$ cat src/panel_consts.svh
//~~~~~~~~~~~~~~~~~~~~~~~~~~~~~~~~~~~~~~~~~~~~~~~~~~~~~~~~~~~~~~~~~~~~
// sensor panel constants
// bus timing, scan and debounce lengths, adc address, register map
//~~~~~~~~~~~~~~~~~~~~~~~~~~~~~~~~~~~~~~~~~~~~~~~~~~~~~~~~~~~~~~~~~~~~
`ifndef PANEL_CONSTS_SVH
`define PANEL_CONSTS_SVH

// sys_clk cycles per quarter scl period
`define I2C_DIV          4
// gap between the end of one read and the next start
`define POLL_CYCLES      200
`define DEBOUNCE_CYCLES  16
`define SCAN_CYCLES      8

`define ADC_DEV_ADDR     7'h54

// register byte offsets
`define REG_CTRL         16'h0000
`define REG_DISP_LO      16'h0004
`define REG_DISP_HI      16'h0008
`define REG_SAMPLE       16'h000C
`define REG_STATUS       16'h0010

`endif

$ cat src/i2c_pkg.sv
//~~~~~~~~~~~~~~~~~~~~~~~~~~~~~~~~~~~~~~~~~~~~~~~~~~~~~~~~~~~~~~~~~~~~
// i2c types: reader phases, pin enables and the adc sample
//~~~~~~~~~~~~~~~~~~~~~~~~~~~~~~~~~~~~~~~~~~~~~~~~~~~~~~~~~~~~~~~~~~~~
`default_nettype none

package i2c_pkg;
	// one bit slot is four quarters
	typedef enum logic [2:0] {
		I2C_IDLE,
		I2C_START,
		I2C_ADDR,
		I2C_DATA,
		I2C_STOP
	} i2c_state_t;

	typedef struct packed {
		logic [7:0] raw;
		logic       nack;
		logic       done;
	} adc_sample_t;

	// high means pull the line low
	typedef struct packed {
		logic scl_oe;
		logic sda_oe;
	} i2c_pins_t;
endpackage

`default_nettype wire

$ cat src/panel_pkg.sv
//~~~~~~~~~~~~~~~~~~~~~~~~~~~~~~~~~~~~~~~~~~~~~~~~~~~~~~~~~~~~~~~~~~~~
// panel types: axi4-lite channels, control, display word, digits
//~~~~~~~~~~~~~~~~~~~~~~~~~~~~~~~~~~~~~~~~~~~~~~~~~~~~~~~~~~~~~~~~~~~~
`default_nettype none

package panel_pkg;
	typedef struct packed {
		logic [15:0] awaddr;
		logic        awvalid;
		logic [31:0] wdata;
		logic [3:0]  wstrb;
		logic        wvalid;
		logic        bready;
		logic [15:0] araddr;
		logic        arvalid;
		logic        rready;
	} axil_req_t;

	typedef struct packed {
		logic        awready;
		logic        wready;
		logic        bvalid;
		logic [1:0]  bresp;
		logic        arready;
		logic        rvalid;
		logic [31:0] rdata;
		logic [1:0]  rresp;
	} axil_rsp_t;

	// poll_en is bit 0
	typedef struct packed {
		logic raw_seg;
		logic show_user;
		logic poll_en;
	} ctrl_t;

	typedef struct packed {
		logic       blank;
		logic [2:0] rsvd;
		logic [3:0] nib;
	} disp_hex_t;

	// digit 0 lives in the low byte
	typedef union packed {
		disp_hex_t [7:0]  hex;
		logic [7:0][7:0]  seg;
	} disp_word_u;

	typedef struct packed {
		logic [3:0] hun;
		logic [3:0] ten;
		logic [3:0] uni;
	} bcd3_t;

	typedef logic [3:0] key_evt_t;
endpackage

`default_nettype wire

$ cat src/panel_regs.sv
//~~~~~~~~~~~~~~~~~~~~~~~~~~~~~~~~~~~~~~~~~~~~~~~~~~~~~~~~~~~~~~~~~~~~
// panel register block, axi4-lite slave
// control, display word, latest sample, sticky key and nack status
//~~~~~~~~~~~~~~~~~~~~~~~~~~~~~~~~~~~~~~~~~~~~~~~~~~~~~~~~~~~~~~~~~~~~
`timescale 1ns/1ps
`default_nettype none
`include "panel_consts.svh"

module panel_regs
	import i2c_pkg::*;
	import panel_pkg::*;
(
	input  wire              sys_clk,
	input  wire              sys_rst_n,
	input  wire axil_req_t   axil_req,
	output axil_rsp_t        axil_rsp,
	input  wire adc_sample_t sample,
	input  wire bcd3_t       bcd,
	input  wire              bcd_valid,
	input  wire key_evt_t    press,
	output ctrl_t            ctrl,
	output disp_word_u       user_word,
	output bcd3_t            reading
);

	logic [31:0] disp_lo;
	logic [31:0] disp_hi;
	logic [7:0]  raw_q;
	logic [3:0]  key_sts;
	logic        nack_sts;
	logic        bvalid_q;
	logic        rvalid_q;
	logic [31:0] rdata_q;
	logic        wr_acc;
	logic        rd_acc;
	logic        sts_wr;
	logic [31:0] ctrl_new;
	logic [31:0] clr_bits;
	logic [31:0] rd_mux;

	function automatic logic [31:0] apply_strb(input logic [31:0] old_val,
		input logic [31:0] new_val, input logic [3:0] strb);
		logic [31:0] res;
		for (int b = 0; b < 4; b++)
			res[8*b +: 8] = strb[b] ? new_val[8*b +: 8] : old_val[8*b +: 8];
		return res;
	endfunction

	// one transaction in flight at a time
	assign wr_acc = axil_req.awvalid & axil_req.wvalid & ~bvalid_q & ~rvalid_q;
	assign rd_acc = axil_req.arvalid & ~bvalid_q & ~rvalid_q;

	assign sts_wr   = wr_acc && (axil_req.awaddr == `REG_STATUS);
	assign ctrl_new = apply_strb({29'd0, ctrl}, axil_req.wdata, axil_req.wstrb);
	assign clr_bits = sts_wr ? apply_strb(32'd0, axil_req.wdata, axil_req.wstrb) : 32'd0;

	assign user_word = {disp_hi, disp_lo};
	assign axil_rsp  = '{awready: wr_acc, wready: wr_acc, bvalid: bvalid_q, bresp: 2'b00,
		arready: rd_acc, rvalid: rvalid_q, rdata: rdata_q, rresp: 2'b00};

	always_ff @(posedge sys_clk or negedge sys_rst_n) begin
		if (!sys_rst_n) begin
			ctrl     <= '0;
			disp_lo  <= '0;
			disp_hi  <= '0;
			raw_q    <= '0;
			reading  <= '0;
			key_sts  <= '0;
			nack_sts <= 1'b0;
			bvalid_q <= 1'b0;
			rvalid_q <= 1'b0;
		end else begin
			if (wr_acc)
				bvalid_q <= 1'b1;
			else if (axil_req.bready)
				bvalid_q <= 1'b0;
			if (rd_acc)
				rvalid_q <= 1'b1;
			else if (axil_req.rready)
				rvalid_q <= 1'b0;
			if (wr_acc) begin
				case (axil_req.awaddr)
					`REG_CTRL:    ctrl <= ctrl_new[2:0];
					`REG_DISP_LO: disp_lo <= apply_strb(disp_lo, axil_req.wdata, axil_req.wstrb);
					`REG_DISP_HI: disp_hi <= apply_strb(disp_hi, axil_req.wdata, axil_req.wstrb);
					default: ;
				endcase
			end
			// raw byte only from an acknowledged read
			if (sample.done && !sample.nack)
				raw_q <= sample.raw;
			if (bcd_valid)
				reading <= bcd;
			// new events win over a clear
			key_sts  <= (key_sts & ~clr_bits[3:0]) | press;
			nack_sts <= (nack_sts & ~clr_bits[8]) | (sample.done & sample.nack);
		end
	end

	always_comb begin
		case (axil_req.araddr)
			`REG_CTRL:    rd_mux = {29'd0, ctrl};
			`REG_DISP_LO: rd_mux = disp_lo;
			`REG_DISP_HI: rd_mux = disp_hi;
			`REG_SAMPLE:  rd_mux = {12'd0, reading, raw_q};
			`REG_STATUS:  rd_mux = {23'd0, nack_sts, 4'd0, key_sts};
			default:      rd_mux = 32'd0;
		endcase
	end

	always_ff @(posedge sys_clk) begin
		if (rd_acc)
			rdata_q <= rd_mux;
	end

endmodule

`default_nettype wire

$ cat config.mk
export PLATFORM = sky130hd
export DESIGN_NAME = panel_regs
export DESIGN_NICKNAME = d
export VERILOG_FILES = /design/src/i2c_pkg.sv /design/src/panel_pkg.sv /design/src/panel_regs.sv
export VERILOG_INCLUDE_DIRS = /design/src
export SDC_FILE = /design/constraint.sdc
export NUM_CORES = 1
export LEC_CHECK = 0
export BUFFER_PORTS_ARGS = -buffer_cell sky130_fd_sc_hd__buf_2
export CORE_MARGIN = 1.5
export CORE_UTILIZATION = 49
export CTS_CLUSTER_SIZE = 8
export DETAILED_ROUTE_END_ITERATION = 10
export HOLD_SLACK_MARGIN = 0.06
export PLACE_DENSITY = 0.85
export SETUP_SLACK_MARGIN = 0.4
export SLEW_MARGIN = 30
export SYNTH_ARGS = -nofsm -noshare
export SYNTH_HDL_FRONTEND = slang
export SYNTH_SLANG_ARGS = --single-unit
$ cat constraint.sdc
create_clock -name sys_clk -period 4.3 [get_ports sys_clk]
set_input_delay 0.215 -clock sys_clk [delete_from_list [all_inputs] [get_ports sys_clk]]
set_output_delay 0.215 -clock sys_clk [all_outputs]
set_load 0.02 [all_outputs]
==> results of run 1 <==
[cell usage in the layout (no fill, tap or decap), types with 3 or more instances in the layout]
cell / instances
sky130_fd_sc_hd__a21o_1: 5
sky130_fd_sc_hd__a22oi_1: 4
sky130_fd_sc_hd__a32o_1: 12
sky130_fd_sc_hd__and3_1: 3
sky130_fd_sc_hd__buf_2: 216
sky130_fd_sc_hd__buf_4: 4
sky130_fd_sc_hd__clkbuf_16: 17
sky130_fd_sc_hd__clkbuf_8: 3
sky130_fd_sc_hd__clkinv_2: 4
sky130_fd_sc_hd__clkinvlp_4: 3
sky130_fd_sc_hd__conb_1: 4
sky130_fd_sc_hd__dfrtp_1: 94
sky130_fd_sc_hd__dlygate4sd3_1: 66
sky130_fd_sc_hd__edfxtp_1: 32
sky130_fd_sc_hd__inv_1: 7
sky130_fd_sc_hd__mux2_1: 3
sky130_fd_sc_hd__mux2_2: 86
sky130_fd_sc_hd__mux2i_1: 17
sky130_fd_sc_hd__nand4_1: 5
sky130_fd_sc_hd__nand4_4: 4
sky130_fd_sc_hd__nor2_1: 7
sky130_fd_sc_hd__nor4_1: 4
sky130_fd_sc_hd__o2bb2ai_1: 7
sky130_fd_sc_hd__o2bb2ai_2: 8
sky130_fd_sc_hd__or4_1: 8
[cell families after synthesis]
logic type / count (synthesis)
other: 1
DFF: 126
and+or+nand+nor: 47
AOI/OAI and AO/OA: 43
buffers and inverters: 34
muxes: 107
[through the flow]
stage	power [mW]	std cells	util, %	cell area (µm²)	setup WS, ns
floorplan	1.504	361	-	5523	0.7460
global placement	1.632	694	61.08	6650	1.565
detailed placement	1.644	694	61.08	6650	1.511
CTS	3.081	792	72.50	7894	1.565
global route	3.169	792	72.50	7894	1.364
finish	3.071	792	72.50	7894	1.421
[synth_stat cells, types with 2 or more instances]
cell type	count
sky130_fd_sc_hd__dfrtp_1	94
sky130_fd_sc_hd__mux2_2	86
sky130_fd_sc_hd__edfxtp_1	32
sky130_fd_sc_hd__mux2i_1	17
sky130_fd_sc_hd__a32o_1	12
sky130_fd_sc_hd__buf_4	10
sky130_fd_sc_hd__o2bb2ai_2	8
sky130_fd_sc_hd__or4_1	8
sky130_fd_sc_hd__buf_2	7
sky130_fd_sc_hd__inv_1	7
sky130_fd_sc_hd__nor2_1	7
sky130_fd_sc_hd__o2bb2ai_1	7
sky130_fd_sc_hd__a21o_1	5
sky130_fd_sc_hd__clkbuf_1	5
sky130_fd_sc_hd__nand4_1	5
sky130_fd_sc_hd__a22oi_1	4
sky130_fd_sc_hd__nand4_4	4
sky130_fd_sc_hd__nor4_1	4
sky130_fd_sc_hd__and3_1	3
sky130_fd_sc_hd__buf_6	3
sky130_fd_sc_hd__mux2_1	3
sky130_fd_sc_hd__a221o_1	2
sky130_fd_sc_hd__buf_1	2
sky130_fd_sc_hd__nor2b_1	2
sky130_fd_sc_hd__o21ai_0	2
sky130_fd_sc_hd__o22ai_1	2
sky130_fd_sc_hd__or2_2	2
[worst max-delay path: stages (launching register included)]
cell                            delay [ns]
sky130_fd_sc_hd__dfrtp_1              0.42
sky130_fd_sc_hd__nand4bb_1            0.41
sky130_fd_sc_hd__nor4_1               0.94
sky130_fd_sc_hd__nand4_1              0.21
sky130_fd_sc_hd__a21o_1               0.22
sky130_fd_sc_hd__dlygate4sd3_1        0.56
[state kept, by name (all words and copies together), names as in the netlist]
name	flops
bvalid_q	1
ctrl	3
disp_hi	32
disp_lo	32
key_sts	4
nack_sts	1
raw_q	8
rdata_q	32
reading	12
rvalid_q	1
[power by group through the flow]
stage          Combinational [mW]  Sequential (mW)  Clock [mW]
2_1_floorplan               0.106             1.40           0
6_report                    0.346             1.32        1.40
3_3_place_gp                0.291             1.34           0
4_1_cts                     0.343             1.32        1.41
3_5_place_dp                0.299             1.35           0
5_1_grt                     0.371             1.33        1.47
[worst max-delay path by stage]
| stage | end | slack [ns] | depth (start not counted) | start |
|---|---|---|---|---|
| global route | key_sts[1] | 1.36 | 5 | rvalid_q |
| CTS | key_sts[1] | 1.56 | 5 | rvalid_q |
| finish | key_sts[1] | 1.42 | 5 | rvalid_q |
| detailed placement | rdata_q[24] | 1.51 | 5 | axil_req[3] |
| global placement | rdata_q[24] | 1.57 | 5 | axil_req[3] |
| floorplan | axil_rsp[35] | 0.75 | 2 | bvalid_q |
[timing repair]
item | 4_1_cts | 5_1_grt
hold buffers | 66 | 0
setup buffers | 0 | 0
endpoints found under the setup margin | 0 | 0
endpoints found under the hold margin | 137 | 0
[routing by layer]
layer | vias to the layer above | global-route usage [%]
met1 | 2116 | 30.00
met4 | 2 | 14.38
li1 | 1933 | -
met2 | 259 | 48.08
met3 | 46 | 10.04
met5 | - | 0
[cell type report]
cell class / instances / area (µm²) / share of cell area [%]
clock inverter: 10 / 108.9 / 1.379
tap: 140 / 175.2 / 2.219
multi-input combinational: 201 / 2024 / 25.65
clock buffer: 22 / 474.2 / 6.007
sequential: 126 / 3313 / 41.97
inverter: 7 / 26.28 / 0.3329
timing repair buffer: 286 / 1772 / 22.44
==> parameters.txt, run 1 <==
Parameter                              Value

Global route
  Number of global-route vias before repair    4612
  Antenna violations before repair    1
  Global-route wire length before repair    24060 µm
  All-layer global routing usage    27.90%
  Total gr overflow    0
  Pin count of the biggest net entering global routing    52

Place
  Weighted congestion reported at the end of routability-driven placement    0.7862
  Detailed-placement wirelength estimate    10530 µm
  Count of buffers inserted at the top-level ports    217

Power and ir drop
  Fraction of power consumed by sequential logic    43.1%
  Power per cell area    389.0 nW/µm²
  Internal power    2.325 mW
  Clock Power Share    45.6%
  Leakage Power    3.905 nW
  Combinational group share of total power    11.3%
  Maximum VDD drop    0.3045 mV
  Switch share    24.29%
  Switching Power    0.7458 mW

Synth
  Primary flip-flop cell chosen by synthesis mapping    sky130_fd_sc_hd__dfrtp_1
  Share of Yosys cell area claimed by the top area cell type    42.68%
  Xor/xnor cell area share of the yosys netlist    0%
  Fraction of the mapped netlist area in compound gates    7.628%
  Avg Inst Size Synth    15.40 µm²
  Warnings from Yosys    0
  Fraction of registers with async set/reset    74.60%
  Number of flops mapped to enable cells by yosys    32
  Top area cells in the synthesized netlist    sky130_fd_sc_hd__dfrtp_1 (43%), sky130_fd_sc_hd__mux2_2 (18%), sky130_fd_sc_hd__edfxtp_1 (17%), sky130_fd_sc_hd__mux2i_1 (3.1%), sky130_fd_sc_hd__a32o_1 (2.2%)
  Post-synthesis adder-cell area fraction    0%
  Number of distinct standard cells referenced by the synthesized netlist    42
  Register bit count reported by yosys    126
  Proportion of synthesized area in mux cells    21.68%
  Post-synth top area cell    sky130_fd_sc_hd__dfrtp_1
  Dominant combinational cell family by area after synthesis    multiplexers
  Cell count after synthesis    358
  Post-synthesis share of cell area spent on and, or, nand and nor gates    6.947%
  Sequential cell area fraction in the yosys report    60.11%
  Mapped Area    5512 µm²

Hold path
  Launch instance of the worst min-delay path    axil_req[23]
  End point of the most critical hold path    disp_hi[27]
  Cell depth of the worst min-delay path    3
  Class of the tightest hold or removal check    input pin to register

Critical path
  Kind of end point of the critical path    register
  Element type at the critical path start    register
  Setup slack of the worst register-to-register path    1.42 ns
  Required arrival time at the worst endpoint    4.71 ns
  End of the worst register-to-register path    key_sts[1]
  Worst setup path category    register to register
  Logic depth of the worst register-to-register path    5
  Crit Path Max Fanout    6
  Worst path arrival time    3.29 ns
  Worst R2R Start    rvalid_q

Clock network
  Count of instances resized after the clock tree is built    0
  Maximum root-to-sink buffer count    2
  CTS tree    done
  Clock sink total    126
  Number of clock buffers inserted by TritonCTS    17
  CTS Root Cell    sky130_fd_sc_hd__clkbuf_8
  Latest clock arrival within the worst-skew pair    0.54 ns
  Clock transition time at the flip-flop clock pins of the worst setup and hold paths    0.06 ns
  Number of levels in the clock H-tree    4

Route
  # DRC    0
  Post-Route WL    16060 µm
  Antenna-violating nets left    0
  Met2 layer wire length in the routed design    8113 µm
  Via count normalized by instance count    5.500
  Highest Signal Layer    met5
  Routed length on met3    1446 µm
  Via count of the routed design    4356
  Total iterations of the first detailed-routing run    4
  Average wire per standard cell    20.28 µm
  Metal1 wirelength    5972 µm
  Iteration-0 DRC Markers    143

Timing
  Setup repair after global routing missed its margin    no
  Max frequency    0.3473 GHz
  Max-slew headroom at the worst pin    31.18%
  Worst clock skew    0.006922 ns
  Final Hold Fails    0
  Post-layout min period    2.879 ns
  Max-slew violation total from the final report    0
  Worst hold-check slack    0.1521 ns
  Slew at the pin closest to its max-slew limit    1.023 ns
  Tcrit/Tclk final    66.95%
  Endpoints failing setup    0
  Total negative setup slack    0 ns

Outcome
  Outcome    completed

Die
  Core footprint    10890 µm²
  Overall die area    11890 µm²
  Die height    109.1 µm
  Die Width    109.1 µm
  IO Pins    222
  Count of standard-cell rows    38
  Initial Util    50.62%

Cells and area
  Post-layout net count    741
  Area growth from synthesis to final layout    43.22%
  Inserted Diodes    0
  Share of final-layout standard cells stronger than drive strength 1    54.75%
  Fillers    698

Run
  Max-capacitance violation count    0
(Power assumes the default switching activity.)
==> run 2, diff against run 1 <==
==> constraint.sdc (replaced) <==
create_clock -name sys_clk -period 2.7 [get_ports sys_clk]
set_input_delay 0.135 -clock sys_clk [delete_from_list [all_inputs] [get_ports sys_clk]]
set_output_delay 0.135 -clock sys_clk [all_outputs]
set_load 0.02 [all_outputs]
==> run 2 against run 1 <==
Non-clock buffer count rose by 8; total power is 54% higher; first-iteration DRC count rose by 56%; clock power is 46% higher; die area unchanged; largest cell class unchanged.
==> parameters.txt, run 2 (synthesis results as in run 1) <==
Parameter                              Value

Outcome
  Outcome    completed

Critical path
  Required arrival time at the worst endpoint    3.10 ns
  Crit Path Max Fanout    6
  Worst path arrival time    2.51 ns
  End of the worst register-to-register path    key_sts[2]
  Element type at the critical path start    register
  Worst setup path category    register to register
  Worst R2R Start    rvalid_q
  Setup slack of the worst register-to-register path    0.58 ns
  Logic depth of the worst register-to-register path    6
  CP endpoint    key_sts[2]
  CP Launch Point    rvalid_q
  Kind of end point of the critical path    register

Global route
  Total gr overflow    0
  Number of global-route vias before repair    4647
  Pin count of the biggest net entering global routing    55
  Global-route wire length before repair    23470 µm
  Antenna violations before repair    0
  All-layer global routing usage    26.86%

Timing
  Endpoints failing setup    0
  Slew at the pin closest to its max-slew limit    0.9152 ns
  Post-layout min period    2.117 ns
  Final setup margin    0.5830 ns
  Tcrit/Tclk final    78.41%
  Worst clock skew    0.008473 ns
  Final Hold Fails    0
  Total negative setup slack    0 ns
  Max-slew headroom at the worst pin    38.86%
  Setup repair after global routing missed its margin    no
  Max frequency    0.4724 GHz
  Max-slew violation total from the final report    0

Power and ir drop
  Fraction of power consumed by sequential logic    44.6%
  Maximum VDD drop    0.4559 mV
  Switching Power    1.116 mW
  Overall power    4.734 mW
  Power per cell area    595.8 nW/µm²
  Switch share    23.58%
  Leakage Power    3.937 nW
  Combinational group share of total power    12.0%
  Clock Power Share    43.3%
  Internal power    3.618 mW

Place
  Count of buffers inserted at the top-level ports    217
  Setup slack at placement    0.1695 ns
  Placed standard-cell area    6721 µm²
  Detailed-placement wirelength estimate    10430 µm
  Weighted congestion reported at the end of routability-driven placement    0.8310
  Inst Count DP    701

Route
  Total iterations of the first detailed-routing run    7
  # DRC    0
  Average wire per standard cell    19.69 µm
  Via count normalized by instance count    5.520
  Iteration-0 DRC Markers    223
  Via count of the routed design    4405
  Post-Route WL    15710 µm
  Antenna-violating nets left    0

Clock network
  Clock sink total    126
  CTS tree    done
  Number of clock buffers inserted by TritonCTS    17
  Post-CTS setup-driven buffer insertion count    0
  Number of levels in the clock H-tree    4
  Maximum root-to-sink buffer count    2
  CTS Root Cell    sky130_fd_sc_hd__clkbuf_8
  Clock transition time at the flip-flop clock pins of the worst setup and hold paths    0.06 ns
  Latest clock arrival within the worst-skew pair    0.52 ns

Die
  IO Pins    222
  Initial Util    50.62%
  Overall die area    11890 µm²
  Die Width    109.1 µm
  Die height    109.1 µm
  Core footprint    10890 µm²
  Count of standard-cell rows    38

Cells and area
  Area growth from synthesis to final layout    44.15%
  Share of final-layout standard cells stronger than drive strength 1    54.56%
  Inserted Diodes    0
  Biggest registers after layout    disp_hi: 32 flops, disp_lo: 32 flops, rdata_q: 32 flops
  Post-layout net count    749
  Number of non-filler instances in the completed layout    798
  Commonest cells after routing, fill and taps aside    sky130_fd_sc_hd__buf_2 (216), sky130_fd_sc_hd__dfrtp_1 (94), sky130_fd_sc_hd__mux2_2 (86)
  Post-route cell area    7945 µm²
  Commonest non-fill, non-tap cell in the layout    sky130_fd_sc_hd__buf_2

Hold path
  Class of the tightest hold or removal check    input pin to register

Run
  Max-capacitance violation count    0
run 2: critical path, cell delays in order (launching register included):
cell	delay, ns
sky130_fd_sc_hd__dfrtp_1	0.44
sky130_fd_sc_hd__nand4bb_4	0.31
sky130_fd_sc_hd__nor4_2	0.24
sky130_fd_sc_hd__buf_4	0.18
sky130_fd_sc_hd__nand4_1	0.10
sky130_fd_sc_hd__a21o_1	0.19
sky130_fd_sc_hd__dlygate4sd3_1	0.54
run 2: cell type report:
type,count,area [µm²]
Timing Repair Buffer,294,1847
Sequential cell,126,3313
Clock buffer,28,495.5
Tap cell,140,175.2
Multi-Input combinational cell,201,2053
Clock inverter,2,35.03
Inverter,7,26.28
Fill cell,675,2943
run 2: worst min path at each step:
stage	from	endpoint	slack (ns)	cells after the start
floorplan	sys_rst_n	bvalid_q	-0.16	0
global placement	sys_rst_n	disp_lo[23]	0.15	1
detailed placement	sys_rst_n	disp_lo[23]	0.15	1
CTS	axil_req[22]	disp_hi[22]	0.07	3
global route	axil_req[22]	disp_hi[21]	0.08	3
finish	axil_req[22]	disp_hi[22]	0.09	3
run 2: layer usage:
| metal | vias up | part of all wire (%) | routed length (µm) | global-route usage [%] |
|---|---|---|---|---|
| met2 | 272 | 52 | 8159 | 46.96 |
| li1 | 1948 | - | - | - |
| met1 | 2158 | 38 | 5976 | 30.91 |
| met4 | 0 | 1.8 | 286 | 11.56 |
| met3 | 27 | 8.2 | 1290 | 7.173 |
| met5 | - | 0 | 0 | 0 |
run 2: through the flow:
step / hold WS [ns] / utilization [%]
2_1_floorplan: -0.1606 / -
3_3_place_gp: 0.1457 / 61.73
3_5_place_dp: 0.1493 / 61.73
4_1_cts: 0.06536 / 72.58
5_1_grt: 0.07743 / 72.97
6_report: 0.09317 / 72.97
run 2: timing repair:
action,in CTS,in global routing
hold buffers,65,2
setup endpoints to repair,0,3
hold endpoints to repair,188,1
gates resized for setup,0,3
run 2: power groups by stage:
stage	registers [mW]	clock network, mW	logic, mW
after floorplan	2.22	0	0.170
after global placement	2.14	0	0.468
after detailed placement	2.14	0	0.481
after CTS	2.11	2.08	0.556
after global routing	2.12	2.16	0.613
final	2.11	2.05	0.570
