File: src/panel_consts.svh
//~~~~~~~~~~~~~~~~~~~~~~~~~~~~~~~~~~~~~~~~~~~~~~~~~~~~~~~~~~~~~~~~~~~~
// sensor panel constants
// bus timing, scan and debounce lengths, adc address, register map
//~~~~~~~~~~~~~~~~~~~~~~~~~~~~~~~~~~~~~~~~~~~~~~~~~~~~~~~~~~~~~~~~~~~~
`ifndef PANEL_CONSTS_SVH
`define PANEL_CONSTS_SVH

// sys_clk cycles per quarter scl period
`define I2C_DIV          4
// gap between the end of one read and the next start
`define POLL_CYCLES      200
`define DEBOUNCE_CYCLES  16
`define SCAN_CYCLES      8

`define ADC_DEV_ADDR     7'h54

// register byte offsets
`define REG_CTRL         16'h0000
`define REG_DISP_LO      16'h0004
`define REG_DISP_HI      16'h0008
`define REG_SAMPLE       16'h000C
`define REG_STATUS       16'h0010

`endif

File: src/panel_pkg.sv
//~~~~~~~~~~~~~~~~~~~~~~~~~~~~~~~~~~~~~~~~~~~~~~~~~~~~~~~~~~~~~~~~~~~~
// panel types: axi4-lite channels, control, display word, digits
//~~~~~~~~~~~~~~~~~~~~~~~~~~~~~~~~~~~~~~~~~~~~~~~~~~~~~~~~~~~~~~~~~~~~
`default_nettype none

package panel_pkg;
	typedef struct packed {
		logic [15:0] awaddr;
		logic        awvalid;
		logic [31:0] wdata;
		logic [3:0]  wstrb;
		logic        wvalid;
		logic        bready;
		logic [15:0] araddr;
		logic        arvalid;
		logic        rready;
	} axil_req_t;

	typedef struct packed {
		logic        awready;
		logic        wready;
		logic        bvalid;
		logic [1:0]  bresp;
		logic        arready;
		logic        rvalid;
		logic [31:0] rdata;
		logic [1:0]  rresp;
	} axil_rsp_t;

	// poll_en is bit 0
	typedef struct packed {
		logic raw_seg;
		logic show_user;
		logic poll_en;
	} ctrl_t;

	typedef struct packed {
		logic       blank;
		logic [2:0] rsvd;
		logic [3:0] nib;
	} disp_hex_t;

	// digit 0 lives in the low byte
	typedef union packed {
		disp_hex_t [7:0]  hex;
		logic [7:0][7:0]  seg;
	} disp_word_u;

	typedef struct packed {
		logic [3:0] hun;
		logic [3:0] ten;
		logic [3:0] uni;
	} bcd3_t;

	typedef logic [3:0] key_evt_t;
endpackage

`default_nettype wire

File: src/reading_to_bcd.sv
//~~~~~~~~~~~~~~~~~~~~~~~~~~~~~~~~~~~~~~~~~~~~~~~~~~~~~~~~~~~~~~~~~~~~
// byte to three bcd digits, one double-dabble step per cycle
//~~~~~~~~~~~~~~~~~~~~~~~~~~~~~~~~~~~~~~~~~~~~~~~~~~~~~~~~~~~~~~~~~~~~
`timescale 1ns/1ps
`default_nettype none

module reading_to_bcd
	import panel_pkg::*;
(
	input  wire        sys_clk,
	input  wire        sys_rst_n,
	input  wire [7:0]  raw,
	input  wire        start,
	output bcd3_t      bcd,
	output logic       valid
);

	// digits in 19:8, binary in 7:0
	logic [19:0] work;
	logic [19:0] adj;
	logic [2:0]  step;
	logic        busy;

	always_comb begin
		adj = work;
		for (int d = 0; d < 3; d++) begin
			if (work[8 + 4*d +: 4] >= 4'd5)
				adj[8 + 4*d +: 4] = work[8 + 4*d +: 4] + 4'd3;
		end
	end

	always_ff @(posedge sys_clk or negedge sys_rst_n) begin
		if (!sys_rst_n) begin
			busy  <= 1'b0;
			step  <= '0;
			valid <= 1'b0;
		end else begin
			valid <= 1'b0;
			if (start) begin
				busy <= 1'b1;
				step <= '0;
			end else if (busy) begin
				step <= step + 3'd1;
				if (step == 3'd7) begin
					busy  <= 1'b0;
					valid <= 1'b1;
				end
			end
		end
	end

	always_ff @(posedge sys_clk) begin
		if (start)
			work <= {12'd0, raw};
		else if (busy)
			work <= {adj[18:0], 1'b0};
		// last shift lands straight in the output
		if (busy && !start && step == 3'd7)
			bcd <= adj[18:7];
	end

endmodule

`default_nettype wire

File: config.mk
export PLATFORM = sky130hd
export DESIGN_NAME = reading_to_bcd
export DESIGN_NICKNAME = d
export VERILOG_FILES = /design/src/panel_consts.svh /design/src/panel_pkg.sv /design/src/reading_to_bcd.sv
export SDC_FILE = /design/constraint.sdc
export NUM_CORES = 1
export LEC_CHECK = 0
export BUFFER_PORTS_ARGS = -buffer_cell sky130_fd_sc_hd__buf_2
export CORE_MARGIN = 8
export CORE_UTILIZATION = 53
export DETAILED_ROUTE_END_ITERATION = 10
export PLACE_DENSITY = 0.81
export SETUP_SLACK_MARGIN = 0.2
export SLEW_MARGIN = 20
export SYNTH_ARGS = -nofsm -noshare
export SYNTH_HDL_FRONTEND = slang
export SYNTH_SLANG_ARGS = --single-unit
File: constraint.sdc
create_clock -name sys_clk -period 2.1 [get_ports sys_clk]
set_input_delay 0.42 -clock sys_clk [delete_from_list [all_inputs] [get_ports sys_clk]]
set_output_delay 0.42 -clock sys_clk [all_outputs]
set_load 0.01 [all_outputs]
==> impl_metrics.xml, run 1 <==
<?xml version="1.0" encoding="UTF-8"?>
<metrics>
  <group name="clocking">
    <metric name="cts-htree-levels" unit="">2</metric>
    <metric name="clk-insertion-delay-late" unit="ns">0.34</metric>
    <metric name="clkSinkCount" unit="">37</metric>
    <metric name="clock_tree.root_cell" unit="">sky130_fd_sc_hd__clkbuf_4</metric>
    <metric name="cts_buffers" unit="">5</metric>
    <metric name="tritoncts" unit="">done</metric>
    <metric name="path_clk_slew" unit="ns">0.11</metric>
    <metric name="buffers_from_clock_root_to_sink_at_most" unit="">2</metric>
    <metric name="hold_buffers" unit="">1</metric>
    <metric name="postCtsSetupRepairBufs" unit="">0</metric>
    <metric name="cts_repair_resize_count" unit="">0</metric>
  </group>
  <group name="placed_design">
    <metric name="portBuffers" unit="">23</metric>
    <metric name="dp_slack" unit="ns">0.385</metric>
    <metric name="dp_hpwl" unit="microns">2470</metric>
    <metric name="placed_cell_count" unit="">231</metric>
    <metric name="placed_cell_area" unit="sq um">2010</metric>
    <metric name="gp_congestion" unit="">0.858</metric>
  </group>
  <group name="power">
    <metric name="clock_power_share" unit="">0.299</metric>
    <metric name="power_leakage" unit="nW">0.919</metric>
    <metric name="comb_power_share" unit="">0.114</metric>
    <metric name="p_per_area" unit="nW/um^2">678</metric>
    <metric name="peakVddDrop" unit="uV">331</metric>
    <metric name="switching_share" unit="">0.242</metric>
    <metric name="power_frac_seq" unit="">0.588</metric>
    <metric name="p_sw" unit="mW">0.343</metric>
    <metric name="p_int" unit="mW">1.07</metric>
    <metric name="post-layout-total-power" unit="mW">1.42</metric>
  </group>
  <group name="sta">
    <metric name="setup_violations" unit="">0</metric>
    <metric name="fin_ws" unit="ns">0.359</metric>
    <metric name="whs" unit="ns">0.356</metric>
    <metric name="final-max-slew-violation-count" unit="">0</metric>
    <metric name="grt_setup_unrepaired" unit="">no</metric>
    <metric name="period_share" unit="">0.829</metric>
    <metric name="final.setup_skew" unit="ns">0.0134</metric>
    <metric name="final_hold_violations" unit="">0</metric>
    <metric name="slew_headroom" unit="">0.711</metric>
    <metric name="timing.final.crit_period" unit="ns">1.74</metric>
    <metric name="fmax" unit="MHz">574</metric>
    <metric name="setup_total_negative_slack" unit="ns">0</metric>
    <metric name="tightest_slew" unit="ns">0.434</metric>
  </group>
  <group name="cells_and_area">
    <metric name="finish.instance_area" unit="sq um">2090</metric>
    <metric name="utilization" unit="">0.627</metric>
    <metric name="area.growth.synth_to_final" unit="%">13.7</metric>
    <metric name="final_nets" unit="">212</metric>
    <metric name="final_layout_size_suffix_gt1_frac" unit="">0.253</metric>
    <metric name="layoutNonFillerInstCount" unit="">240</metric>
    <metric name="insertedDiodeCount" unit="">0</metric>
  </group>
  <group name="logic_synthesis">
    <metric name="synth.top_cell.area_share" unit="">0.326</metric>
    <metric name="yosys_register_bits" unit="">37</metric>
    <metric name="postSynth.asyncResetShare" unit="">0.135</metric>
    <metric name="synth-seq-area-share" unit="">0.525</metric>
    <metric name="synth_cells" unit="">165</metric>
    <metric name="synth_area_leader_cell" unit="">sky130_fd_sc_hd__edfxtp_1</metric>
    <metric name="synth_cell_types" unit="">36</metric>
    <metric name="synth_fp_nets" unit="">184</metric>
    <metric name="synth_warnings" unit="">0</metric>
    <metric name="synth.cell_area" unit="sq um">1840</metric>
    <metric name="dominant_synthesized_flop_cell" unit="">sky130_fd_sc_hd__edfxtp_1</metric>
    <metric name="synth_edf_count" unit="">20</metric>
    <metric name="synthesis.area_per_instance" unit="sq um">11.2</metric>
    <metric name="ys_top_cells_by_area" unit="">sky130_fd_sc_hd__edfxtp_1, sky130_fd_sc_hd__dfxtp_1, sky130_fd_sc_hd__dfrtp_1</metric>
  </group>
  <group name="drt">
    <metric name="detail_route.wl_per_cell" unit="microns">14.2</metric>
    <metric name="drt_wl_total" unit="microns">3400</metric>
    <metric name="num_vias" unit="">1332</metric>
    <metric name="detailedRoute.firstPassIterationCount" unit="">4</metric>
    <metric name="detail_route.vias_per_cell" unit="">5.55</metric>
    <metric name="drt-initial-drc-count" unit="">109</metric>
    <metric name="drc" unit="">0</metric>
    <metric name="postRouteAntennaNets" unit="">0</metric>
  </group>
  <group name="job">
    <metric name="cap_viol_max_count" unit="">0</metric>
  </group>
  <group name="setup_path">
    <metric name="crit-reg2reg-launch" unit="">work[8]$_SDFFE_PP0P_</metric>
    <metric name="end_kind" unit="">register</metric>
    <metric name="startpoint_kind_of_the_worst_setup_timing_path" unit="">register</metric>
    <metric name="startpoint" unit="">work[8]$_SDFFE_PP0P_</metric>
    <metric name="criticalPathCategory" unit="">reg2reg</metric>
    <metric name="cp_data_required_time" unit="ns">2.31</metric>
    <metric name="worst-endpoint-arrival" unit="ns">1.95</metric>
    <metric name="crit_path_max_fanout" unit="">8</metric>
  </group>
  <group name="floorplanning">
    <metric name="chipWidth" unit="microns">74.9</metric>
    <metric name="placementRows" unit="">21</metric>
    <metric name="die_area" unit="sq um">5610</metric>
    <metric name="die-height" unit="microns">74.9</metric>
    <metric name="core_area" unit="sq um">3340</metric>
    <metric name="io_pins" unit="">24</metric>
    <metric name="initial_core_util" unit="">0.552</metric>
  </group>
  <group name="global_route">
    <metric name="grt_first_pass_wirelength" unit="microns">5850</metric>
    <metric name="grt_start_max_net_pins" unit="">21</metric>
    <metric name="globalRouteTotalUtil" unit="">0.137</metric>
    <metric name="antenna_violations_before_repair" unit="">0</metric>
    <metric name="gr-total-overflow" unit="">0</metric>
    <metric name="grt_pass1_vias" unit="">1340</metric>
  </group>
  <group name="outcome">
    <metric name="status" unit="">finished clean</metric>
  </group>
  <group name="min_path">
    <metric name="class_of_the_most_critical_hold_timing_path" unit="">in2reg</metric>
    <metric name="hp-start" unit="">raw[0]</metric>
  </group>
</metrics>
[Yosys cell counts (3+ instances only)]
| cell type | n |
|---|---|
| sky130_fd_sc_hd__mux2_2 | 7 |
| sky130_fd_sc_hd__a311oi_1 | 3 |
| sky130_fd_sc_hd__nor2b_1 | 5 |
| sky130_fd_sc_hd__buf_2 | 4 |
| sky130_fd_sc_hd__a21oi_1 | 3 |
| sky130_fd_sc_hd__a211o_1 | 3 |
| sky130_fd_sc_hd__nor2_1 | 16 |
| sky130_fd_sc_hd__dfrtp_1 | 5 |
| sky130_fd_sc_hd__mux2i_1 | 6 |
| sky130_fd_sc_hd__edfxtp_1 | 20 |
| sky130_fd_sc_hd__nor3b_1 | 7 |
| sky130_fd_sc_hd__nand2b_1 | 4 |
| sky130_fd_sc_hd__o21ai_0 | 4 |
| sky130_fd_sc_hd__a2111oi_0 | 4 |
| sky130_fd_sc_hd__xnor2_1 | 4 |
| sky130_fd_sc_hd__nand2_1 | 15 |
| sky130_fd_sc_hd__clkbuf_1 | 3 |
| sky130_fd_sc_hd__dfxtp_1 | 12 |
| sky130_fd_sc_hd__inv_1 | 8 |
| sky130_fd_sc_hd__ha_1 | 8 |
[critical path, stage by stage (launching register included)]
cell                        delay [ns]
sky130_fd_sc_hd__dfxtp_1          0.49
sky130_fd_sc_hd__inv_1            0.08
sky130_fd_sc_hd__ha_1             0.24
sky130_fd_sc_hd__nand2b_1         0.14
sky130_fd_sc_hd__a2111oi_0        0.11
sky130_fd_sc_hd__or4_1            0.55
[path summary, 6_finish.rpt]
check / depth (start not counted) / to / slack [ns]
max in group asynchronous: 2 / valid$_DFF_PN0_ / 1.57
min reg2reg: 0 / bcd[0]$_DFFE_PP_ / 0.48
max: 5 / work[9]$_SDFFE_PP0P_ / 0.36
max reg2reg: 5 / work[9]$_SDFFE_PP0P_ / 0.36
min in group asynchronous: 2 / busy$_DFF_PN0_ / 0.41
min: 2 / work[0]$_SDFFCE_PN0P_ / 0.36
[final cells by class]
class,instances,area (sq um)
Clock buffer,7,65.1
Fill cell,298,1240
Tap cell,46,57.6
Inverter,8,30.0
Multi-Input combinational cell,111,798
Sequential cell,37,966
Clock inverter,1,5.00
Timing Repair Buffer,30,170
[layer usage]
| layer | track usage | wire (microns) | part of all wire |
|---|---|---|---|
| met2 | 0.230 | 1720 | 0.51 |
| met1 | 0.152 | 1430 | 0.42 |
| met3 | 0.0479 | 187 | 0.055 |
| met4 | 0.0587 | 65 | 0.019 |
| met5 | 0 | 0 | 0 |
[logic make-up (layout without fill, tap and decap cells)]
family / count (synthesis) / after routing / share of synthesized area
DFF: 37 / 37 / 0.525
xor gates and xnor gates: 4 / 4 / 0.0190
AOI/OAI and AO/OA: 24 / 24 / 0.104
muxes: 13 / 13 / 0.0755
and+or+nand+nor: 62 / 62 / 0.181
buffers and inverters: 17 / 46 / 0.0415
adders and majority gates: 8 / 8 / 0.0544
[cell usage in the layout (no fill, tap or decap)]
master                          count
sky130_fd_sc_hd__a2111oi_2          1
sky130_fd_sc_hd__or2_2              1
sky130_fd_sc_hd__inv_1              8
sky130_fd_sc_hd__a211o_1            3
sky130_fd_sc_hd__dfrtp_1            5
sky130_fd_sc_hd__ha_1               8
sky130_fd_sc_hd__buf_4              6
sky130_fd_sc_hd__clkbuf_8           2
sky130_fd_sc_hd__mux2i_1            6
sky130_fd_sc_hd__and4bb_1           1
sky130_fd_sc_hd__xnor2_1            4
sky130_fd_sc_hd__nor2_1            16
sky130_fd_sc_hd__o21ai_0            4
sky130_fd_sc_hd__nor3_1             2
sky130_fd_sc_hd__dlygate4sd3_1      1
sky130_fd_sc_hd__nor2b_1            5
sky130_fd_sc_hd__a21o_1             1
sky130_fd_sc_hd__a311oi_2           2
sky130_fd_sc_hd__and3_1             2
sky130_fd_sc_hd__a2111oi_0          4
sky130_fd_sc_hd__o21ai_1            2
sky130_fd_sc_hd__a21oi_1            3
sky130_fd_sc_hd__nand2_1           15
sky130_fd_sc_hd__buf_2             23
sky130_fd_sc_hd__or3_1              2
sky130_fd_sc_hd__nand2b_1           4
sky130_fd_sc_hd__clkinv_2           1
sky130_fd_sc_hd__clkbuf_4           5
sky130_fd_sc_hd__mux2_2             7
sky130_fd_sc_hd__nand3_1            2
sky130_fd_sc_hd__a31oi_1            1
sky130_fd_sc_hd__a311oi_1           3
sky130_fd_sc_hd__nor3b_1            7
sky130_fd_sc_hd__and4bb_2           1
sky130_fd_sc_hd__edfxtp_1          20
sky130_fd_sc_hd__dfxtp_1           12
sky130_fd_sc_hd__nor4bb_1           1
sky130_fd_sc_hd__or4_1              2
sky130_fd_sc_hd__and2_1             1
[power groups by stage]
stage	clock network, mW	logic, mW	registers [mW]
after floorplan	0	0.127	0.837
after global placement	0	0.149	0.846
after detailed placement	0	0.159	0.849
after CTS	0.438	0.161	0.833
after global routing	0.467	0.183	0.838
final	0.424	0.161	0.833
[flip-flops by register name, indices dropped and copies added (netlist names)]
name	cells
valid	1
work	20
step	3
busy	1
bcd	12
No activity file was read; power rests on OpenSTA's default activity.
==> inputs of run 2 (changes only) <==
Settings changed: ABC_AREA set to 1, PLACE_DENSITY 0.81 to 0.82.
Clock period 2.1 ns to 1.7 ns, I/O delays scaled along.
==> run 2 against run 1 <==
  * Worst hold slack got worse by 0.082 ns
  * Global-route usage fell by 2.3 points
  * Synthesized cell count is 6.7% higher
  * Count of clock-buffer cells in the layout is the same
  * Critical path depth rose by 2
  * Wire length fell by 15%
  * Power grew 11%
  * Sequential share of layout area up 4.7 points
  * Worst setup slack got worse by 0.044 ns
  * Sequential cell count did not move
  * Cell count grew 0.42%
  * Clock skew grew 0.0020 ns
  * Critical path type unchanged
  * Largest power group unchanged
==> impl_metrics.xml, run 2 <==
<?xml version="1.0" encoding="UTF-8"?>
<metrics>
  <group name="outcome">
    <metric name="status" unit="">finished clean</metric>
  </group>
  <group name="logic_synthesis">
    <metric name="synth.cells.most_frequent" unit="">sky130_fd_sc_hd__nand2_1, sky130_fd_sc_hd__edfxtp_1, sky130_fd_sc_hd__inv_1</metric>
    <metric name="synth_area_leader_cell" unit="">sky130_fd_sc_hd__edfxtp_1</metric>
    <metric name="synth_cell_types" unit="">19</metric>
    <metric name="synth_edf_count" unit="">20</metric>
    <metric name="yosys_register_bits" unit="">37</metric>
    <metric name="ys_top_cells_by_area" unit="">sky130_fd_sc_hd__edfxtp_1, sky130_fd_sc_hd__dfxtp_1, sky130_fd_sc_hd__nand2_1</metric>
    <metric name="dominant_synthesized_flop_cell" unit="">sky130_fd_sc_hd__edfxtp_1</metric>
    <metric name="synth.cell_area" unit="sq um">1660</metric>
    <metric name="synthesis.area_per_instance" unit="sq um">9.41</metric>
    <metric name="postSynth.asyncResetShare" unit="">0.135</metric>
    <metric name="yosysMostFrequentCell" unit="">sky130_fd_sc_hd__nand2_1</metric>
    <metric name="synth_warnings" unit="">0</metric>
    <metric name="synth-seq-area-share" unit="">0.584</metric>
    <metric name="synth_fp_nets" unit="">195</metric>
    <metric name="synth_cells" unit="">176</metric>
    <metric name="synth.top_cell.area_share" unit="">0.363</metric>
  </group>
  <group name="drt">
    <metric name="detail_route.vias_per_cell" unit="">5.09</metric>
    <metric name="postRouteAntennaNets" unit="">0</metric>
    <metric name="drc" unit="">0</metric>
    <metric name="detail_route.wl_per_cell" unit="microns">11.9</metric>
    <metric name="num_vias" unit="">1226</metric>
    <metric name="detailedRoute.firstPassIterationCount" unit="">4</metric>
    <metric name="drt_wl_total" unit="microns">2880</metric>
    <metric name="drt-initial-drc-count" unit="">66</metric>
  </group>
  <group name="placed_design">
    <metric name="dp_slack" unit="ns">0.0931</metric>
    <metric name="dp_hpwl" unit="microns">2070</metric>
    <metric name="placed_cell_count" unit="">231</metric>
    <metric name="portBuffers" unit="">23</metric>
    <metric name="placed_cell_area" unit="sq um">1810</metric>
    <metric name="gp_congestion" unit="">0.795</metric>
  </group>
  <group name="clocking">
    <metric name="clkSinkCount" unit="">37</metric>
    <metric name="tritoncts" unit="">done</metric>
    <metric name="cts-htree-levels" unit="">2</metric>
    <metric name="clk-insertion-delay-late" unit="ns">0.33</metric>
    <metric name="cts_buffers" unit="">5</metric>
    <metric name="clock_tree.root_cell" unit="">sky130_fd_sc_hd__clkbuf_4</metric>
    <metric name="buffers_from_clock_root_to_sink_at_most" unit="">2</metric>
    <metric name="path_clk_slew" unit="ns">0.12</metric>
  </group>
  <group name="floorplanning">
    <metric name="die_area" unit="sq um">5170</metric>
    <metric name="io_pins" unit="">24</metric>
    <metric name="placementRows" unit="">20</metric>
    <metric name="initial_core_util" unit="">0.551</metric>
    <metric name="core_area" unit="sq um">3000</metric>
    <metric name="die-height" unit="microns">71.9</metric>
    <metric name="chipWidth" unit="microns">71.9</metric>
  </group>
  <group name="cells_and_area">
    <metric name="final_cell_mix" unit="">sky130_fd_sc_hd__nand2_1, sky130_fd_sc_hd__buf_2, sky130_fd_sc_hd__inv_1, sky130_fd_sc_hd__edfxtp_1, sky130_fd_sc_hd__nand3_1</metric>
    <metric name="finish.instance_area" unit="sq um">1900</metric>
    <metric name="final_layout_size_suffix_gt1_frac" unit="">0.197</metric>
    <metric name="largest_register_ff_count" unit="">20</metric>
    <metric name="layout_commonest_cell" unit="">sky130_fd_sc_hd__nand2_1</metric>
    <metric name="layoutNonFillerInstCount" unit="">241</metric>
    <metric name="insertedDiodeCount" unit="">0</metric>
    <metric name="area.growth.synth_to_final" unit="%">15.0</metric>
    <metric name="final_nets" unit="">226</metric>
    <metric name="reg_top3" unit="">work: 20 flops, bcd: 12 flops, step: 3 flops</metric>
    <metric name="max_flop_register" unit="">work</metric>
  </group>
  <group name="sta">
    <metric name="setup_total_negative_slack" unit="ns">0</metric>
    <metric name="period_share" unit="">0.814</metric>
    <metric name="timing.final.crit_period" unit="ns">1.38</metric>
    <metric name="slew_headroom" unit="">0.833</metric>
    <metric name="final-max-slew-violation-count" unit="">0</metric>
    <metric name="fmax" unit="MHz">722</metric>
    <metric name="whs" unit="ns">0.273</metric>
    <metric name="grt_setup_unrepaired" unit="">no</metric>
    <metric name="setup_violations" unit="">0</metric>
    <metric name="final.setup_skew" unit="ns">0.0154</metric>
    <metric name="fin_ws" unit="ns">0.316</metric>
    <metric name="final_hold_violations" unit="">0</metric>
    <metric name="tightest_slew" unit="ns">0.250</metric>
  </group>
  <group name="setup_path">
    <metric name="crit_path_max_fanout" unit="">4</metric>
    <metric name="worst-endpoint-arrival" unit="ns">1.47</metric>
    <metric name="end_kind" unit="">register</metric>
    <metric name="startpoint_kind_of_the_worst_setup_timing_path" unit="">register</metric>
    <metric name="criticalPathCategory" unit="">reg2reg</metric>
    <metric name="timing.reg2reg.setup_slack" unit="ns">0.32</metric>
    <metric name="cp_data_required_time" unit="ns">1.79</metric>
  </group>
  <group name="power">
    <metric name="p_per_area" unit="nW/um^2">824</metric>
    <metric name="power_leakage" unit="nW">0.941</metric>
    <metric name="peakVddDrop" unit="uV">554</metric>
  </group>
  <group name="global_route">
    <metric name="grt_start_max_net_pins" unit="">13</metric>
    <metric name="grt_first_pass_wirelength" unit="microns">4640</metric>
    <metric name="grt_pass1_vias" unit="">1139</metric>
    <metric name="antenna_violations_before_repair" unit="">0</metric>
    <metric name="gr-total-overflow" unit="">0</metric>
    <metric name="globalRouteTotalUtil" unit="">0.114</metric>
  </group>
  <group name="min_path">
    <metric name="class_of_the_most_critical_hold_timing_path" unit="">in2reg</metric>
  </group>
  <group name="job">
    <metric name="cap_viol_max_count" unit="">0</metric>
  </group>
</metrics>
## run 2: cell types whose count changed in the layout (fill, tap and decap cells not counted), moves of 4 or more
cell / before / now
sky130_fd_sc_hd__a2111oi_0: 4 / 0
sky130_fd_sc_hd__nand3_1: 2 / 11
sky130_fd_sc_hd__inv_1: 8 / 20
sky130_fd_sc_hd__mux2_2: 7 / 0
sky130_fd_sc_hd__and2_1: 1 / 6
sky130_fd_sc_hd__nor2b_1: 5 / 0
sky130_fd_sc_hd__nand2b_1: 4 / 0
sky130_fd_sc_hd__buf_4: 6 / 1
sky130_fd_sc_hd__nor2_1: 16 / 2
sky130_fd_sc_hd__mux2i_1: 6 / 0
sky130_fd_sc_hd__nor3b_1: 7 / 0
sky130_fd_sc_hd__nand4_1: 0 / 6
sky130_fd_sc_hd__nand2_1: 15 / 61
## run 2: cells by family (layout without fill, tap and decap cells)
kind of cell	after synthesis	count (layout)	share of synthesized area
adders and majority gates	8	8	0.0605
AOI/OAI and AO/OA	14	14	0.0522
xor gates and xnor gates	1	1	0.00529
and+or+nand+nor	91	91	0.237
buffers and inverters	25	57	0.0612
DFF	37	37	0.584
## run 2: final timing paths
| check | start | end | cells past startpoint |
|---|---|---|---|
| max | work[13]$_SDFFE_PP0P_ | bcd[5]$_DFFE_PP_ | 7 |
| min | raw[3] | work[3]$_DFFE_PP_ | 3 |
| max reg2reg | work[13]$_SDFFE_PP0P_ | bcd[5]$_DFFE_PP_ | 7 |
| min reg2reg | work[17]$_SDFFE_PP0P_ | work[17]$_SDFFE_PP0P_ | 2 |
| max in group asynchronous | sys_rst_n | step[1]$_DFFE_PN0P_ | 2 |
| min in group asynchronous | sys_rst_n | step[0]$_DFFE_PN0P_ | 2 |
## run 2: where the power goes
group          switching (mW)  internal [mW]  total [mW]
registers              0.0205          0.981        1.00
logic                  0.0781         0.0560       0.134
clock network           0.273          0.161       0.434
## run 2: timing repair
item / 4_1_cts / 5_1_grt
buffers inserted: 0 / 1
pin swaps: 0 / 1
hold endpoints to repair: 5 / 0
resized for setup: 1 / 4
setup endpoints to repair: 12 / 15
hold buffers: 1 / 0
## run 2: cell type report
cell class	instances	area, sq um
Sequential cell	37	968
Timing Repair Buffer	26	153
Clock inverter	1	5.00
Fill cell	272	1100
Clock buffer	7	45.0
Multi-Input combinational cell	114	606
Inverter	23	86.3
Tap cell	33	41.3
## run 2: per-layer routing
layer	wire length (microns)	share of wire	track usage
met1	1320	0.46	0.119
met2	1410	0.49	0.203
met3	118	0.041	0.0391
met4	29	0.010	0.0408
met5	0	0	0
## run 2: worst max-delay path, cell delays in order (launching register included)
cell                      delay [ns]
sky130_fd_sc_hd__dfxtp_1        0.37
sky130_fd_sc_hd__inv_1          0.09
sky130_fd_sc_hd__ha_1           0.19
sky130_fd_sc_hd__inv_1          0.05
sky130_fd_sc_hd__nand2_1        0.11
sky130_fd_sc_hd__nand3_2        0.13
sky130_fd_sc_hd__nand2_1        0.07
sky130_fd_sc_hd__and2_1         0.13
## run 2: metrics by stage
stage | power [mW] | util
floorplan | 1.11 | -
global placement | 1.15 | 0.602
detailed placement | 1.15 | 0.602
CTS | 1.57 | 0.623
global route | 1.63 | 0.634
finish | 1.57 | 0.634
==> inputs of run 3 (changes only) <==
Settings changed: ABC_AREA 1 to 0, PLACE_DENSITY 0.82 to 0.81.
Clock period 1.7 ns to 1.4 ns, I/O delays scaled along.
==> run 3 against run 2 <==
  * The run now ends with negative setup slack left
  * Sequential cell count is the same
  * Wire length grew 55%
  * Via count grew 22%
  * Largest cell class is now multi-input gates
  * Worst hold slack lost 0.052 ns
  * Cell count grew 12%
  * Combinational power grew to 3.6 times the previous value
  * Highest routed layer unchanged
  * Critical path depth shrank 2
  * Worst setup slack lost 0.42 ns
  * First-iteration DRC count grew 130%
==> impl_metrics.xml, run 3 (synthesis gave the netlist of run 1 again) <==
<?xml version="1.0" encoding="UTF-8"?>
<metrics>
  <group name="floorplanning">
    <metric name="core_area" unit="sq um">3340</metric>
    <metric name="placementRows" unit="">21</metric>
    <metric name="die-height" unit="microns">74.9</metric>
    <metric name="initial_core_util" unit="">0.552</metric>
    <metric name="io_pins" unit="">24</metric>
    <metric name="die_area" unit="sq um">5610</metric>
    <metric name="chipWidth" unit="microns">74.9</metric>
  </group>
  <group name="outcome">
    <metric name="status" unit="">finished with violations</metric>
    <metric name="violations" unit="">negative setup slack</metric>
  </group>
  <group name="setup_path">
    <metric name="end_kind" unit="">register</metric>
    <metric name="r2r_cells" unit="">5</metric>
    <metric name="cp_slowest_stage_delay" unit="ns">0.47</metric>
    <metric name="worst-endpoint-arrival" unit="ns">1.73</metric>
    <metric name="criticalPathCategory" unit="">reg2reg</metric>
    <metric name="critPathBufInv" unit="">1</metric>
    <metric name="timing.reg2reg.setup_slack" unit="ns">-0.10</metric>
    <metric name="path_cells" unit="">inv_4 -&gt; ha_4 -&gt; nand2b_4 -&gt; and3_4 -&gt; or4_4</metric>
    <metric name="startpoint" unit="">work[13]$_SDFFE_PP0P_</metric>
    <metric name="crit_cells" unit="">5</metric>
    <metric name="crit-reg2reg-launch" unit="">work[13]$_SDFFE_PP0P_</metric>
    <metric name="cpMaxStageDelayCell" unit="">sky130_fd_sc_hd__or4_4</metric>
    <metric name="crit-reg2reg-capture" unit="">work[13]$_SDFFE_PP0P_</metric>
    <metric name="startpoint_kind_of_the_worst_setup_timing_path" unit="">register</metric>
    <metric name="crit_path_max_fanout" unit="">4</metric>
    <metric name="worst_path_dominant_cell_family" unit="">simple AND/OR/NAND/NOR gates</metric>
    <metric name="cp_data_required_time" unit="ns">1.63</metric>
  </group>
  <group name="power">
    <metric name="p_per_area" unit="nW/um^2">926</metric>
    <metric name="peakVddDrop" unit="uV">896</metric>
    <metric name="power_leakage" unit="nW">1.13</metric>
  </group>
  <group name="sta">
    <metric name="setup_total_negative_slack" unit="ns">-0.202</metric>
    <metric name="tightest_slew" unit="ns">0.454</metric>
    <metric name="final.setup_skew" unit="ns">0.00965</metric>
    <metric name="setup_violations" unit="">3</metric>
    <metric name="fmax" unit="MHz">666</metric>
    <metric name="slew_headroom" unit="">0.690</metric>
    <metric name="final-max-slew-violation-count" unit="">0</metric>
    <metric name="fin_ws" unit="ns">-0.101</metric>
    <metric name="whs" unit="ns">0.222</metric>
    <metric name="period_share" unit="">1.07</metric>
    <metric name="timing.final.crit_period" unit="ns">1.50</metric>
    <metric name="grt_setup_unrepaired" unit="">yes</metric>
    <metric name="final_hold_violations" unit="">0</metric>
  </group>
  <group name="global_route">
    <metric name="globalRouteTotalUtil" unit="">0.154</metric>
    <metric name="grt_start_max_net_pins" unit="">18</metric>
    <metric name="grt_pass1_vias" unit="">1390</metric>
    <metric name="grt_first_pass_wirelength" unit="microns">6490</metric>
    <metric name="antenna_violations_before_repair" unit="">0</metric>
    <metric name="gr-total-overflow" unit="">0</metric>
  </group>
  <group name="drt">
    <metric name="drc" unit="">0</metric>
    <metric name="detailedRoute.firstPassIterationCount" unit="">4</metric>
    <metric name="detail_route.vias_per_cell" unit="">5.54</metric>
    <metric name="drt_wl_total" unit="microns">4460</metric>
    <metric name="num_vias" unit="">1491</metric>
    <metric name="drt-initial-drc-count" unit="">154</metric>
    <metric name="postRouteAntennaNets" unit="">0</metric>
    <metric name="detail_route.wl_per_cell" unit="microns">16.6</metric>
  </group>
  <group name="min_path">
    <metric name="class_of_the_most_critical_hold_timing_path" unit="">in2reg</metric>
    <metric name="min_delay_path_depth" unit="">2</metric>
    <metric name="worstHoldEndpoint" unit="">work[0]$_SDFFCE_PN0P_</metric>
    <metric name="hp-start" unit="">raw[0]</metric>
  </group>
  <group name="cells_and_area">
    <metric name="nFillCells" unit="">184</metric>
    <metric name="layout_commonest_cell" unit="">sky130_fd_sc_hd__buf_4</metric>
    <metric name="area.growth.synth_to_final" unit="%">44.7</metric>
    <metric name="insertedDiodeCount" unit="">0</metric>
    <metric name="reg_top3" unit="">work: 20 flops, bcd: 12 flops, step: 3 flops</metric>
    <metric name="final_nets" unit="">241</metric>
    <metric name="layoutNonFillerInstCount" unit="">269</metric>
    <metric name="max_flop_register" unit="">work</metric>
    <metric name="final_cell_mix" unit="">sky130_fd_sc_hd__buf_4, sky130_fd_sc_hd__buf_2, sky130_fd_sc_hd__edfxtp_1, sky130_fd_sc_hd__nor2_1, sky130_fd_sc_hd__nand2_1</metric>
    <metric name="largest_register_ff_count" unit="">20</metric>
    <metric name="utilization" unit="">0.798</metric>
    <metric name="final_layout_size_suffix_gt1_frac" unit="">0.574</metric>
  </group>
  <group name="clocking">
    <metric name="cts_buffers" unit="">5</metric>
    <metric name="buffers_from_clock_root_to_sink_at_most" unit="">2</metric>
    <metric name="clk-insertion-delay-late" unit="ns">0.35</metric>
    <metric name="clock_tree.root_cell" unit="">sky130_fd_sc_hd__clkbuf_4</metric>
    <metric name="clkSinkCount" unit="">37</metric>
    <metric name="tritoncts" unit="">done</metric>
    <metric name="cts-htree-levels" unit="">2</metric>
    <metric name="path_clk_slew" unit="ns">0.11</metric>
  </group>
  <group name="placed_design">
    <metric name="portBuffers" unit="">23</metric>
    <metric name="placed_cell_count" unit="">244</metric>
    <metric name="dp_slack" unit="ns">-0.0826</metric>
    <metric name="dp_hpwl" unit="microns">2830</metric>
    <metric name="gp_congestion" unit="">0.892</metric>
  </group>
  <group name="job">
    <metric name="cap_viol_max_count" unit="">0</metric>
  </group>
</metrics>
-- run 3: cell count changes in the layout (fill, tap and decap cells not counted), moves of 7 or more --
cell                      before  now
sky130_fd_sc_hd__nor2_1        2   13
sky130_fd_sc_hd__ha_1          8    0
sky130_fd_sc_hd__buf_4         1   27
sky130_fd_sc_hd__inv_1        20    1
sky130_fd_sc_hd__mux2_2        0    7
sky130_fd_sc_hd__buf_6         0    7
sky130_fd_sc_hd__ha_4          0    7
sky130_fd_sc_hd__nand2_1      61   10
sky130_fd_sc_hd__nand3_1      11    2
-- run 3: stage by stage --
stage               power, mW  area [sq um]
global route             2.57          2660
CTS                      2.36          2480
global placement         1.58          2270
detailed placement       1.61          2270
finish                   2.47          2660
floorplan                1.50          2000
-- run 3: per-layer routing --
metal / vias up / part of all wire / GRT usage
met3: 9 / 0.059 / 0.0546
met4: 0 / 0.015 / 0.0522
met5: - / 0 / 0
met2: 44 / 0.53 / 0.267
li1: 712 / - / -
met1: 726 / 0.40 / 0.170
-- run 3: final cells by class --
class	count	area (sq um)	area share
multi-input combinational	111	1080	0.405
sequential	37	985	0.370
timing repair buffer	59	427	0.160
tap	46	57.6	0.0216
clock buffer	6	41.3	0.0155
inverter	8	40.0	0.0150
clock inverter	2	33.8	0.0127
-- run 3: worst register-to-register path, delay by kind of cell (launching register included) --
kind,cells,cell delay (ns)
simple gates,3,0.80
buf+inv,1,0.06
fa+ha+maj,1,0.16
flops,1,0.38
-- run 3: repair_timing --
action,CTS,global route
gates resized for setup,18,30
buffers inserted,8,8
endpoints found under the setup margin,39,43
pin swaps,7,9
hold buffers,1,0
hold endpoints to repair,5,0
-- run 3: worst max path at each step --
stage / endpoint / slack, ns
3_3_place_gp: work[9]$_SDFFE_PP0P_ / -0.02
5_1_grt: work[9]$_SDFFE_PP0P_ / -0.12
3_5_place_dp: work[14]$_SDFFE_PP0P_ / -0.08
4_1_cts: work[13]$_SDFFE_PP0P_ / -0.07
6_report: work[13]$_SDFFE_PP0P_ / -0.10
2_1_floorplan: work[9]$_SDFFE_PP0P_ / 0.02
-- run 3: report_power, final --
group | total, mW | switching [mW] | internal, mW
combinational | 0.487 | 0.216 | 0.271
sequential | 1.27 | 0.0605 | 1.20
clock | 0.714 | 0.343 | 0.372
